**src/oled_pkg.sv**
```systemverilog
// oled display package with sizes, item and label types, command table and font lookup
package oled_pkg;

	localparam int spi_div = 20;  // clk_in cycles per serial clock
	localparam int glyph_bytes = 6;
	localparam int clear_bytes = 128;
	localparam int init_groups = 5;
	localparam int text_rows = 4;
	localparam int freq_digits = 9;
	localparam int amp_digits = 5;

	typedef logic [6:0] glyph_code_t;  // 0-9 digits, 26 colon, 33 up capitals

	typedef enum logic [1:0] {item_cmd, item_glyph, item_clear} item_kind_e;

	typedef enum logic [1:0] {label_sine, label_squa, label_tria} wave_label_e;

	function automatic logic [7:0] cmd_group_byte(input logic [3:0] group, input logic [2:0] pos);
		logic [47:0] row;
		case (group)
			4'd0: row = 48'hae_00_10_00_b0_81;  // display off, column and page setup
			4'd1: row = 48'hff_a1_a6_a8_1f_c8;
			4'd2: row = 48'hd3_00_d5_80_d9_1f;
			4'd3: row = 48'hda_00_db_40_8d_14;  // charge pump on
			4'd4: row = 48'haf_e3_e3_e3_e3_e3;  // display on, rest are nops
			4'd5: row = 48'hb0_01_10_e3_e3_e3;  // row 1 position
			4'd6: row = 48'hb1_01_10_e3_e3_e3;
			4'd7: row = 48'hb2_01_10_e3_e3_e3;
			4'd8: row = 48'hb3_01_10_e3_e3_e3;  // row 4 position
			default: row = '0;
		endcase
		if (pos >= glyph_bytes)
			return 8'h00;
		return row[8 * (glyph_bytes - 1 - pos) +: 8];  // first byte sits in the top bits
	endfunction

	function automatic logic [7:0] font_byte(input glyph_code_t code, input logic [2:0] pos);
		logic [47:0] glyph;
		case (code)
			7'd0: glyph = 48'h00_3e_51_49_45_3e;
			7'd1: glyph = 48'h00_00_42_7f_40_00;
			7'd2: glyph = 48'h00_42_61_51_49_46;
			7'd3: glyph = 48'h00_21_41_45_4b_31;
			7'd4: glyph = 48'h00_18_14_12_7f_10;
			7'd5: glyph = 48'h00_27_45_45_45_39;
			7'd6: glyph = 48'h00_3c_4a_49_49_30;
			7'd7: glyph = 48'h00_01_71_09_05_03;
			7'd8: glyph = 48'h00_36_49_49_49_36;
			7'd9: glyph = 48'h00_06_49_49_29_1e;
			7'd26: glyph = 48'h00_00_36_36_00_00;  // colon
			7'd33: glyph = 48'h00_7c_12_11_12_7c;  // A
			7'd36: glyph = 48'h00_7f_41_41_22_1c;  // D
			7'd37: glyph = 48'h00_7f_49_49_49_41;  // E
			7'd38: glyph = 48'h00_7f_09_09_09_01;  // F
			7'd40: glyph = 48'h00_7f_08_08_08_7f;  // H
			7'd41: glyph = 48'h00_00_41_7f_41_00;  // I
			7'd45: glyph = 48'h00_7f_02_0c_02_7f;  // M
			7'd46: glyph = 48'h00_7f_04_08_10_7f;  // N
			7'd47: glyph = 48'h00_3e_41_41_41_3e;  // O
			7'd49: glyph = 48'h00_3e_41_51_21_5e;  // Q
			7'd50: glyph = 48'h00_7f_09_19_29_46;  // R
			7'd51: glyph = 48'h00_46_49_49_49_31;  // S
			7'd52: glyph = 48'h00_01_01_7f_01_01;  // T
			7'd53: glyph = 48'h00_3f_40_40_40_3f;  // U
			7'd54: glyph = 48'h00_1f_20_40_20_1f;  // V
			7'd58: glyph = 48'h00_61_51_49_45_43;  // Z
			default: glyph = '0;  // blank cell, covers bcd 10 to 15
		endcase
		if (pos >= glyph_bytes)
			return 8'h00;
		return glyph[8 * (glyph_bytes - 1 - pos) +: 8];
	endfunction

	function automatic glyph_code_t label_char(input wave_label_e label, input logic [1:0] pos);
		logic [27:0] codes;
		case (label)
			label_sine: codes = {7'd51, 7'd41, 7'd46, 7'd37};
			label_squa: codes = {7'd51, 7'd49, 7'd53, 7'd33};
			default: codes = {7'd52, 7'd50, 7'd41, 7'd33};  // TRIA
		endcase
		return codes[7 * (3 - pos) +: 7];
	endfunction

endpackage
```
**src/oled_byte_if.sv**
```systemverilog
// byte link carrying one panel byte from the glyph expander to the serializer
`timescale 1ns/10ps
interface oled_byte_if;
	logic [7:0] data;
	logic dc;     // low for command bytes
	logic start;  // one cycle strobe
	logic done;   // pulses after the last bit

	modport source (
		output data,
		output dc,
		output start,
		input done
	);

	modport shifter (
		input data,
		input dc,
		input start,
		output done
	);
endinterface

```
**src/oled_item_if.sv**
```systemverilog
// item link carrying one display item from the screen sequencer to the glyph expander
`timescale 1ns/10ps
interface oled_item_if;
	import oled_pkg::*;

	item_kind_e kind;   // command group, glyph or row clear
	glyph_code_t code;  // group index when kind is item_cmd
	logic start;        // one cycle strobe
	logic done;         // item fully shifted out

	modport issuer (
		output kind,
		output code,
		output start,
		input done
	);

	modport expander (
		input kind,
		input code,
		input start,
		output done
	);
endinterface

```
**src/oled_display_top.sv**
```systemverilog
// oled display top joining label rotator, sequencer, glyph expander and serializer
`timescale 1ns/10ps
module oled_display_top #(
	parameter int rotate_cycles = 100_000_000
) (
	input logic clk_in,
	input logic rst_n_in,
	input logic [4*oled_pkg::freq_digits-1:0] freq_bcd,
	input logic [4*oled_pkg::amp_digits-1:0] amp_bcd,
	output logic oled_rst_n,
	output logic oled_cs_n,
	output logic oled_dc,
	output logic oled_clk,
	output logic oled_data
);
	import oled_pkg::*;

	wave_label_e label;

	oled_item_if item_bus ();
	oled_byte_if byte_bus ();

	wave_label_rotator #(
		.rotate_cycles(rotate_cycles)
	) u_rotator (
		.clk_in(clk_in),
		.rst_n_in(rst_n_in),
		.label(label)
	);

	screen_sequencer u_sequencer (
		.clk_in(clk_in),
		.rst_n_in(rst_n_in),
		.freq_bcd(freq_bcd),
		.amp_bcd(amp_bcd),
		.label(label),
		.oled_rst_n(oled_rst_n),
		.item(item_bus.issuer)
	);

	glyph_expander u_expander (
		.clk_in(clk_in),
		.rst_n_in(rst_n_in),
		.item(item_bus.expander),
		.byte_out(byte_bus.source)
	);

	oled_serializer u_serializer (
		.clk_in(clk_in),
		.rst_n_in(rst_n_in),
		.byte_in(byte_bus.shifter),
		.oled_cs_n(oled_cs_n),
		.oled_dc(oled_dc),
		.oled_clk(oled_clk),
		.oled_data(oled_data)
	);
endmodule

```
**src/oled_serializer.sv**
```systemverilog
// serializer dividing clk_in into the panel clock and shifting bytes out msb first
`timescale 1ns/10ps
module oled_serializer (
	input logic clk_in,
	input logic rst_n_in,
	oled_byte_if.shifter byte_in,
	output logic oled_cs_n,
	output logic oled_dc,
	output logic oled_clk,
	output logic oled_data
);
	import oled_pkg::*;

	typedef enum logic {ser_idle, ser_shift} ser_state_e;

	ser_state_e state;
	logic [$clog2(spi_div)-1:0] div_cnt;
	logic fall_edge;
	logic rise_edge;
	logic pending;     // byte accepted, waits for a falling edge
	logic [7:0] pend_data;
	logic pend_dc;
	logic [7:0] shift_reg;
	logic [3:0] bit_cnt;  // 8 after last rise, 9 in the tail period
	logic load;
	logic shift_now;

	assign fall_edge = (div_cnt == $bits(div_cnt)'(spi_div - 1));
	assign rise_edge = (div_cnt == $bits(div_cnt)'(spi_div / 2 - 1));
	assign load = fall_edge && pending && (state == ser_idle || bit_cnt == 4'd9);
	assign shift_now = fall_edge && (state == ser_shift) && (bit_cnt < 4'd8);

	always_ff @(posedge clk_in or negedge rst_n_in)
	begin
		if (!rst_n_in)
		begin
			div_cnt <= '0;
			oled_clk <= 1'b0;
		end
		else
		begin
			div_cnt <= fall_edge ? '0 : div_cnt + 1'b1;
			if (fall_edge)
				oled_clk <= 1'b0;
			else if (rise_edge)
				oled_clk <= 1'b1;  // high for the second half
		end
	end

	always_ff @(posedge clk_in)
	begin
		if (byte_in.start)
		begin
			pend_data <= byte_in.data;
			pend_dc <= byte_in.dc;
		end
		if (load)
			shift_reg <= pend_data;
		else if (shift_now)
			shift_reg <= shift_reg << 1;
	end

	always_ff @(posedge clk_in or negedge rst_n_in)
	begin
		if (!rst_n_in)
		begin
			state <= ser_idle;
			pending <= 1'b0;
			bit_cnt <= '0;
			oled_cs_n <= 1'b1;
			oled_dc <= 1'b0;
			oled_data <= 1'b0;
			byte_in.done <= 1'b0;
		end
		else
		begin
			byte_in.done <= 1'b0;
			if (byte_in.start)
				pending <= 1'b1;
			if (load)
			begin
				state <= ser_shift;
				pending <= 1'b0;
				bit_cnt <= '0;
				oled_cs_n <= 1'b0;
				oled_dc <= pend_dc;
				oled_data <= pend_data[7];
			end
			else if (state == ser_shift)
			begin
				if (rise_edge && bit_cnt < 4'd8)
					bit_cnt <= bit_cnt + 1'b1;  // panel samples here
				else if (shift_now)
					oled_data <= shift_reg[6];
				else if (fall_edge && bit_cnt == 4'd8)
				begin
					byte_in.done <= 1'b1;
					bit_cnt <= 4'd9;
				end
				else if (fall_edge)
				begin
					state <= ser_idle;  // no follow-up byte arrived
					oled_cs_n <= 1'b1;
					bit_cnt <= '0;
				end
			end
		end
	end
endmodule

```
**src/glyph_expander.sv**
```systemverilog
// glyph expander turning one item into command, font or clear bytes for the serializer
`timescale 1ns/10ps
module glyph_expander (
	input logic clk_in,
	input logic rst_n_in,
	oled_item_if.expander item,
	oled_byte_if.source byte_out
);
	import oled_pkg::*;

	item_kind_e kind_r;
	glyph_code_t code_r;
	logic [6:0] byte_cnt;  // up to 127 for a row clear
	logic busy;
	logic last_byte;

	assign last_byte = (kind_r == item_clear) ? (byte_cnt == 7'(clear_bytes - 1)) :
		(byte_cnt == 7'(glyph_bytes - 1));

	always_comb
	begin
		case (kind_r)
			item_cmd:
			begin
				byte_out.data = cmd_group_byte(code_r[3:0], byte_cnt[2:0]);
				byte_out.dc = 1'b0;
			end
			item_glyph:
			begin
				byte_out.data = font_byte(code_r, byte_cnt[2:0]);
				byte_out.dc = 1'b1;
			end
			default:
			begin
				byte_out.data = 8'h00;  // blank column
				byte_out.dc = 1'b1;
			end
		endcase
	end

	always_ff @(posedge clk_in)
	begin
		if (item.start)
		begin
			kind_r <= item.kind;
			code_r <= item.code;
		end
	end

	always_ff @(posedge clk_in or negedge rst_n_in)
	begin
		if (!rst_n_in)
		begin
			busy <= 1'b0;
			byte_cnt <= '0;
			byte_out.start <= 1'b0;
			item.done <= 1'b0;
		end
		else
		begin
			byte_out.start <= 1'b0;
			item.done <= 1'b0;
			if (item.start)
			begin
				busy <= 1'b1;
				byte_cnt <= '0;
				byte_out.start <= 1'b1;  // first byte right away
			end
			else if (busy && byte_out.done)
			begin
				if (last_byte)
				begin
					busy <= 1'b0;
					item.done <= 1'b1;
				end
				else
				begin
					byte_cnt <= byte_cnt + 1'b1;
					byte_out.start <= 1'b1;
				end
			end
		end
	end
endmodule

```
**src/screen_sequencer.sv**
```systemverilog
// screen sequencer walking panel reset, init groups, row clear and the endless refresh pass
`timescale 1ns/10ps
module screen_sequencer (
	input logic clk_in,
	input logic rst_n_in,
	input logic [4*oled_pkg::freq_digits-1:0] freq_bcd,
	input logic [4*oled_pkg::amp_digits-1:0] amp_bcd,
	input oled_pkg::wave_label_e label,
	output logic oled_rst_n,
	oled_item_if.issuer item
);
	import oled_pkg::*;

	typedef enum logic [1:0] {reset_pulse, init, clear, refresh} seq_state_e;

	seq_state_e state;
	logic [5:0] step;
	logic busy;          // item out, waiting for done
	logic issue;
	logic last_step;
	logic pass_start;    // latch point for a new refresh pass
	item_kind_e nxt_kind;
	glyph_code_t nxt_code;
	logic nxt_freq;
	logic nxt_amp;
	logic [4*freq_digits-1:0] freq_sh;
	logic [4*amp_digits-1:0] amp_sh;
	wave_label_e label_r;

	assign issue = !busy && (state != reset_pulse);
	assign pass_start = busy && item.done && last_step && (state == clear || state == refresh);

	always_comb
	begin
		case (state)
			reset_pulse: last_step = (step == 6'd1);  // panel reset low two cycles
			init: last_step = (step == 6'(init_groups - 1));
			clear: last_step = (step == 6'(2 * text_rows - 1));
			default: last_step = (step == 6'd35);  // 16 + 11 + 9 items per pass
		endcase
	end

	always_comb
	begin
		nxt_kind = item_glyph;
		nxt_code = '0;
		nxt_freq = 1'b0;
		nxt_amp = 1'b0;
		case (state)
			init:
			begin
				nxt_kind = item_cmd;
				nxt_code = glyph_code_t'(step);
			end
			clear:
			begin
				nxt_kind = step[0] ? item_clear : item_cmd;  // position then zeros
				nxt_code = 7'd5 + glyph_code_t'(step[2:1]);
			end
			refresh:
				case (step) inside
					6'd0:
					begin
						nxt_kind = item_cmd;
						nxt_code = 7'd5;
					end
					6'd1: nxt_code = 7'd38;  // F
					6'd2: nxt_code = 7'd50;  // R
					6'd3: nxt_code = 7'd37;  // E
					6'd4, 6'd19, 6'd31: nxt_code = 7'd26;  // colon
					[6'd5:6'd13]:
					begin
						nxt_code = {3'b000, freq_sh[4*freq_digits-1 -: 4]};  // msd first
						nxt_freq = 1'b1;
					end
					6'd14: nxt_code = 7'd40;  // H
					6'd15: nxt_code = 7'd58;  // Z
					6'd16:
					begin
						nxt_kind = item_cmd;
						nxt_code = 7'd6;
					end
					6'd17: nxt_code = 7'd33;  // A
					6'd18, 6'd25, 6'd28: nxt_code = 7'd45;  // M
					[6'd20:6'd24]:
					begin
						nxt_code = {3'b000, amp_sh[4*amp_digits-1 -: 4]};
						nxt_amp = 1'b1;
					end
					6'd26: nxt_code = 7'd54;  // V
					6'd27:
					begin
						nxt_kind = item_cmd;
						nxt_code = 7'd7;
					end
					6'd29: nxt_code = 7'd47;  // O
					6'd30: nxt_code = 7'd36;  // D
					default: nxt_code = label_char(label_r, step[1:0]);  // steps 32 to 35
				endcase
			default: nxt_code = '0;
		endcase
	end

	always_ff @(posedge clk_in or negedge rst_n_in)
	begin
		if (!rst_n_in)
		begin
			state <= reset_pulse;
			step <= '0;
			busy <= 1'b0;
			oled_rst_n <= 1'b0;
			item.start <= 1'b0;
		end
		else
		begin
			item.start <= 1'b0;
			if (state == reset_pulse)
			begin
				step <= step + 1'b1;
				if (last_step)
				begin
					oled_rst_n <= 1'b1;
					state <= init;
					step <= '0;
				end
			end
			else if (issue)
			begin
				item.start <= 1'b1;
				busy <= 1'b1;
			end
			else if (item.done)
			begin
				busy <= 1'b0;
				step <= last_step ? '0 : step + 1'b1;
				if (last_step && state == init)
					state <= clear;
				else if (last_step && state == clear)
					state <= refresh;
			end
		end
	end

	// whole pass is drawn from one snapshot of the inputs
	always_ff @(posedge clk_in)
	begin
		if (issue)
		begin
			item.kind <= nxt_kind;
			item.code <= nxt_code;
		end
		if (pass_start)
		begin
			freq_sh <= freq_bcd;
			amp_sh <= amp_bcd;
			label_r <= label;
		end
		else if (issue && nxt_freq)
			freq_sh <= freq_sh << 4;
		else if (issue && nxt_amp)
			amp_sh <= amp_sh << 4;
	end
endmodule

```
**src/wave_label_rotator.sv**
```systemverilog
// waveform label rotator stepping through SINE, SQUA and TRIA on a cycle timer
`timescale 1ns/10ps
module wave_label_rotator #(
	parameter int rotate_cycles = 100_000_000
) (
	input logic clk_in,
	input logic rst_n_in,
	output oled_pkg::wave_label_e label
);
	import oled_pkg::*;

	logic [$clog2(rotate_cycles)-1:0] cnt;

	always_ff @(posedge clk_in or negedge rst_n_in)
	begin
		if (!rst_n_in)
		begin
			cnt <= '0;
			label <= label_sine;
		end
		else if (cnt == $bits(cnt)'(rotate_cycles - 1))
		begin
			cnt <= '0;
			case (label)
				label_sine: label <= label_squa;
				label_squa: label <= label_tria;
				default: label <= label_sine;
			endcase
		end
		else
			cnt <= cnt + 1'b1;
	end
endmodule

```
**config.mk**
```make
export PLATFORM = sky130hd
export DESIGN_NAME = oled_display_top
export DESIGN_NICKNAME = d
export VERILOG_FILES = /design/src/oled_pkg.sv /design/src/oled_byte_if.sv /design/src/oled_item_if.sv /design/src/oled_display_top.sv /design/src/oled_serializer.sv /design/src/glyph_expander.sv /design/src/screen_sequencer.sv /design/src/wave_label_rotator.sv
export SDC_FILE = /design/constraint.sdc
export NUM_CORES = 1
export LEC_CHECK = 0
export ABC_AREA = 1
export BUFFER_PORTS_ARGS = -buffer_cell sky130_fd_sc_hd__buf_2
export CORE_MARGIN = 1
export CORE_UTILIZATION = 50
export DETAILED_ROUTE_END_ITERATION = 7
export PLACE_DENSITY = 0.67
export SETUP_SLACK_MARGIN = 0.5
export SLEW_MARGIN = 20
export SYNTH_ARGS = -nofsm -noshare
export SYNTH_HDL_FRONTEND = slang
export SYNTH_HIERARCHICAL = 1
export SYNTH_SLANG_ARGS = --single-unit
export TNS_END_PERCENT = 50
```
**constraint.sdc**
```tcl
create_clock -name clk_in -period 3.2 [get_ports clk_in]
set_input_delay 0.32 -clock clk_in [delete_from_list [all_inputs] [get_ports clk_in]]
set_output_delay 0.32 -clock clk_in [all_outputs]
set_load 0.01 [all_outputs]
```
Word-level counts from Yosys, hierarchy flattened --
Memory sizes are Yosys's and may differ from the RTL's. A register that Yosys moved wholly into a read port is not among the register bits. Cells that the tools add are included.
Operators by class: add/subtract/negate cells 8, multiply operators 1, $lt $le $gt $ge 6, eq/ne operators 41, shift operators 3, multiplexer cells 153, bitwise operators 2, reduce and logical (&&, ||, !) cells 51
Operators by type and width (count):
- 28-bit 2-to-1 mux | 17
- 7-bit 2-to-1 mux | 21
- 48-bit 2-to-1 mux | 3
- 48-bit by 33-bit variable part select with 8-bit output | 2
- 36-bit 2-to-1 mux | 2
- 6-bit by 5-bit equality test with 1-bit output (second input constant) | 11
- 1-bit 2-to-1 mux | 66
- 20-bit 2-to-1 mux | 3
- 24-bit case mux with 2 select lines | 1
- 2-bit 2-to-1 mux | 18
- 28-bit by 33-bit variable part select with 7-bit output | 1
- 3-bit by 32-bit multiplier with 32-bit output (first input constant) | 1
- 6-bit 2-to-1 mux | 5
- 4-bit 2-to-1 mux | 7
- 27-bit by 1-bit adder with 27-bit output (second input constant) | 1
- 27-bit equality test (second input constant) | 1
- 27-bit 2-to-1 mux | 1
- 8-bit 2-to-1 mux | 3
- 2-bit nonzero test | 12
- 7-bit case mux with 3 select lines | 1
- 1-bit logical AND | 17
- 8-bit case mux with 2 select lines | 1
- 6-bit by 2-bit equality test with 1-bit output (second input constant) | 2
- 6-bit by 3-bit equality test with 1-bit output (second input constant) | 2
- other kinds (42) | 66
Storage, ports and cells: flip-flop bits (word level) 158, memory bits (read-only) 2928, input port bits 58, output and inout port bits 5, word-level logic and storage cells 297, memories kept 2
Memories:
- (no name shown) | depth 64, width 35, read ports 1, clocked after Yosys merged registers in 1, wr ports 0, RTL line oled_pkg.sv:39 | case (code)
- (no name shown) | depth 16, width 43, read ports 1, clocked after Yosys merged registers in 1, wr ports 0, RTL line oled_pkg.sv:20 | case (group)

Longest topological paths before layout --
depth in word-level cells 37, depth in mapped cells 23, depth with buffers taken out 22

Hierarchy --
Netlist, hierarchy kept.
Modules (own cells, without submodules):
- glyph_expander | times used 1, cells an instance 661, area each 4668.2 µm², seq. area each 1801.7 µm²
- screen_sequencer | times used 1, cells an instance 610, area each 4625.7 µm², seq. area each 2287.2 µm²
- wave_label_rotator | times used 1, cells an instance 240, area each 1706.6 µm², seq. area each 725.7 µm²
- oled_serializer | times used 1, cells an instance 140, area each 1436.4 µm², seq. area each 882.1 µm²

Least setup slack after synthesis --
No wires, ideal clock.
path kind reg-to-reg, from register u_sequencer.step[0], to register u_sequencer.amp_sh[0] (enable), setup time 399 ps, arrival 2831 ps, required time 2801 ps, setup slack -31 ps, stages on the path, launching flop included 12, buffers on the path 2, cells stage by stage dfrtp_1 > inv_1 > buf_2 > ha_1 > inv_1 > clkbuf_1 > nor3_1 > nor2_1 > nand2_1 > inv_1 > nand3_1 > o21ai_1
On the way: cells in the longest elaborated chain, start to end 18
Ends and longest elaborated chain:
- start, declared | RTL line screen_sequencer.sv:17 | logic [5:0] step;
- start signal, assigned | RTL line screen_sequencer.sv:119 | step <= step + 1'b1;
- start signal, assigned | RTL line screen_sequencer.sv:135 | step <= last_step ? '0 : step + 1'b1;
- 6-bit by 5-bit greater-or-equal comparator with 1-bit output (no source line) / 6-bit by 5-bit less-or-equal comparator with 1-bit output (equally long branches)
- 1-bit logical AND (no source line)
- 1-bit 2-to-1 mux (12 in a row) | RTL line screen_sequencer.sv:61 | case (step) inside
- 1-bit 2-to-1 mux | RTL line screen_sequencer.sv:49 | case (state)
- 1-bit logical AND | RTL line screen_sequencer.sv:160 | else if (issue && nxt_amp)
- 2-bit nonzero test (no source line)
- 2-bit AND reduction (no source line) *
- end signal, assigned | RTL line screen_sequencer.sv:155 | amp_sh <= amp_bcd;
- end signal, assigned | RTL line screen_sequencer.sv:161 | amp_sh <= amp_sh << 4;
- end, declared | RTL line screen_sequencer.sv:27 | logic [4*amp_digits-1:0] amp_sh;
Every way passes the cells marked *; elsewhere a longest branch is shown, timed or not. A chain may end at the register's enable or synchronous reset.

==> impl_metrics.csv <==
group,metric,value,unit
sta,fin_crit_sh,81.5,%
power,powerDensity,412,nW/µm²
logic_synthesis,async_flop_share,29.7,%
routing,wire_per_inst,15.1,µm
placed_design,port_buffers,62,
setup_path,path_max_fanout,10,
setup_path,crit_required,3640,ps
logic_synthesis,synth_edf_count,92,
logic_synthesis,synth_fa_ha_area_share,3.02,%
logic_synthesis,yosys.area_share.simple,35.5,%
sta,setup_tns,0,ps
cts,clock_sinks,222,
cells_and_area,fin_area,14000,µm²
cells_and_area,drive_above_1_share,13.7,%
global_routing,gr-usage-met2,38.8,%
die,core_region_area,24400,µm²
logic_synthesis,synth_top_cell_by_area,"edfxtp_1",
logic_synthesis,seq_area_frac_synth,45.8,%
power,pwr-share-comb,0.9,%
power,vdd.ir_drop.worst,0.000312,V
power,netSwitchingPower,1.17,mW
die,dieArea,25500,µm²
cells_and_area,diodes,0,
setup_path,arrival,3050,ps
power,clkPwrFrac,48.0,%
run_status,violations,"negative hold slack",
cells_and_area,fillers,2267,
routing,drt_iter0_drc,1398,
logic_synthesis,synthTopCellsByArea,"edfxtp_1 22%, nand2_1 18%, dfrtp_1 13%",
setup_path,end_kind,"flop",
placed_design,dp_slack,410,ps
sta,rsz0062_at_grt,"true",
placed_design,hpwl,22500,µm
logic_synthesis,syn_area,12400,µm²
die,fp.dieH,160,µm
logic_synthesis,synth_top_family_by_area,"simple AND/OR/NAND/NOR gates",
cts,clockBufferDepth,3,
die,io_pins,63,
setup_path,r2r_start,"u_sequencer/item.start",
cts,clk_latency,520,ps
logic_synthesis,yosysMostFrequentCell,"nand2_1",
setup_path,crit_start,"u_sequencer/item.start",
global_routing,grtUsageMet3,3.38,%
cells_and_area,multi_input_area,5850,µm²
routing,vias_per_cell,5.35,
die,initial_core_util,51.0,%
global_routing,grt_pass1_vias,10300,
sta,clock.fmax,383,MHz
global_routing,grt_first_pass_wirelength,51400,µm
cts,cts_buffers,25,
die,rows,57,
sta,tightest_slew,854,ps
logic_synthesis,synth_fp_nets,1739,
global_routing,busiest_layer,"met2",
cts,cts_hold_buffers,0,
hold_path,min_path_type,"primary input to async pin",
global_routing,met1_usage,35.2,%
logic_synthesis,synth-compound-area-share,6.98,%
global_routing,groute.usage.overall,24.7,%
logic_synthesis,yosys_warnings,6,
power,p_sw_share,20.3,%
cts,htreeDepth,1,
die,chipWidth,160,µm
power,power_leakage,6.70,nW
sta,holdWs,-24.2,ps
sta,setup_violations,0,
logic_synthesis,synth_common_cells,"601 x nand2_1, 182 x nor2_1, 148 x inv_1",
cells_and_area,seq_area,5700,µm²
job,max-cap-violations,0,
sta,fin_crit,2610,ps
power,internal_power,4.58,mW
setup_path,worstSetupPathType,"flop to flop",
routing,ant_nets,0,
sta,maxSlewViolCount,0,
global_routing,grt_antenna_before_repair,0,
routing,drc,0,
routing,routed-via-count,11100,
setup_path,rrSetupSlack,590,ps
global_routing,grt_overflow,0,
sta,slew_headroom,43.1,%
logic_synthesis,synth_mux_area_share,0,%
logic_synthesis,ys_ff_latch,222,
power,finalPower,5.75,mW
cts,root_buffer,"clkbuf_16",
cells_and_area,fin_nets,1816,
routing,finalWirelength,31300,µm
placed_design,placed_area,13100,µm²
run_status,status,"finished, violations left",
logic_synthesis,synth_xor_area_share,1.13,%
sta,final-hold-violation-count,8,
global_routing,grt_max_degree,67,
logic_synthesis,synth_top_cell_area_share,22.2,%
power,seq_power_share,51.1,%
cts,cts_tree,"yes",
logic_synthesis,synthCells,1651,
sta,setup_ws,592,ps
cts,clk_pin_slew,60,ps
logic_synthesis,yosys_most_used_dff,"edfxtp_1",
routing,drt_pass1_iterations,6,
logic_synthesis,ys_types,53,
placed_design,gp_congestion,0.979,
setup_path,critPathLaunchType,"flop",
cells_and_area,syn2layout_area_growth,12.2,%
sta,finalClockSkew,17.7,ps
logic_synthesis,syn_avg_cell_area,7.53,µm²
-- final timing paths --
kind | endpoint | depth (start not counted)
worst max register to register | flop | 11
worst min-delay path | u_rotator/cnt[15] | 2
worst min register to register | u_expander/kind_r[1] | 0
max in group asynchronous | u_sequencer/step[0] | 2
worst max-delay path | flop | 11
min in group clk_in | u_sequencer/freq_sh[4] | 3
-- cell usage in the layout, fill, tap and decap left out, types with 5 or more instances in the layout --
cell | synthesis | routed
a21oi_1 | 47 | 46
buf_2 | 17 | 62
buf_4 | 7 | 28
clkbuf_16 | 0 | 27
clkinv_2 | 0 | 6
dfrtp_1 | 65 | 63
dfxtp_1 | 64 | 64
edfxtp_1 | 92 | 92
ha_1 | 30 | 29
inv_1 | 148 | 146
inv_2 | 24 | 25
nand2_1 | 601 | 600
nand2_2 | 17 | 17
nand2_4 | 10 | 10
nand3_1 | 115 | 115
nand4_1 | 26 | 26
nor2_1 | 182 | 180
nor2_2 | 11 | 13
nor2_4 | 12 | 12
nor3_1 | 14 | 14
o211ai_1 | 10 | 10
o21ai_0 | 58 | 58
o21ai_1 | 16 | 15
o22ai_1 | 5 | 5
or2_2 | 5 | 5
xor2_1 | 14 | 14
-- layer usage --
layer	share of wire (%)	vias up	routed length (µm)
met1	45	5043	14300
met5	0	-	0
li1	-	5445	-
met3	7.6	96	2370
met2	44	504	13800
met4	2.8	0	889
-- cell type report --
type	count	area share [%]
flip-flops and latches	222	40.8
repair inverters	1	0.0359
inverters	174	4.74
well taps	324	2.90
multi-input cells	1213	41.9
clock buffers	33	5.29
clock inverters	13	0.475
repair buffers	91	3.81
-- through the flow --
step                      std cells  util, %
after floorplan                1651        -
after global placement         2015     53.5
after detailed placement       2015     53.5
after CTS                      2061     56.9
after global routing           2071     57.2
final                          2071     57.2
-- power groups by stage --
stage	clock, mW	sequential (mW)	combinational (mW)
2_1_floorplan	0	2.99	0.00185
4_1_cts	2.82	2.94	0.0552
5_1_grt	2.94	2.93	0.0617
3_3_place_gp	0	2.99	0.0559
6_report	2.76	2.94	0.0537
3_5_place_dp	0	2.99	0.0552
-- cell families after synthesis --
group                    after synthesis
XOR/XNOR                              16
adder cells (fa/ha/maj)               30
AO/OA/AOI/OAI                        154
flip-flops                           222
AND/OR/NAND/NOR                     1012
buffers and inverters                217
-- worst max-delay path, stage by stage (launching register included) --
cell and delay [ps]:
dfrtp_1 530, inv_2 240, nand2_4 70, nand2_4 140, inv_1 120, ha_1 480
inv_1 130, nor2_1 260, nand2_1 200, nand2_1 90, nand2_1 100, nand3_1 150
-- timing repair --
item                                    in CTS  in global routing
setup buffers                                0                  8
pin swaps                                    0                  1
cloned                                       0                  2
endpoints found under the setup margin      60                116
resized for setup                            2                  8
No activity file was read; power rests on OpenSTA's default activity.
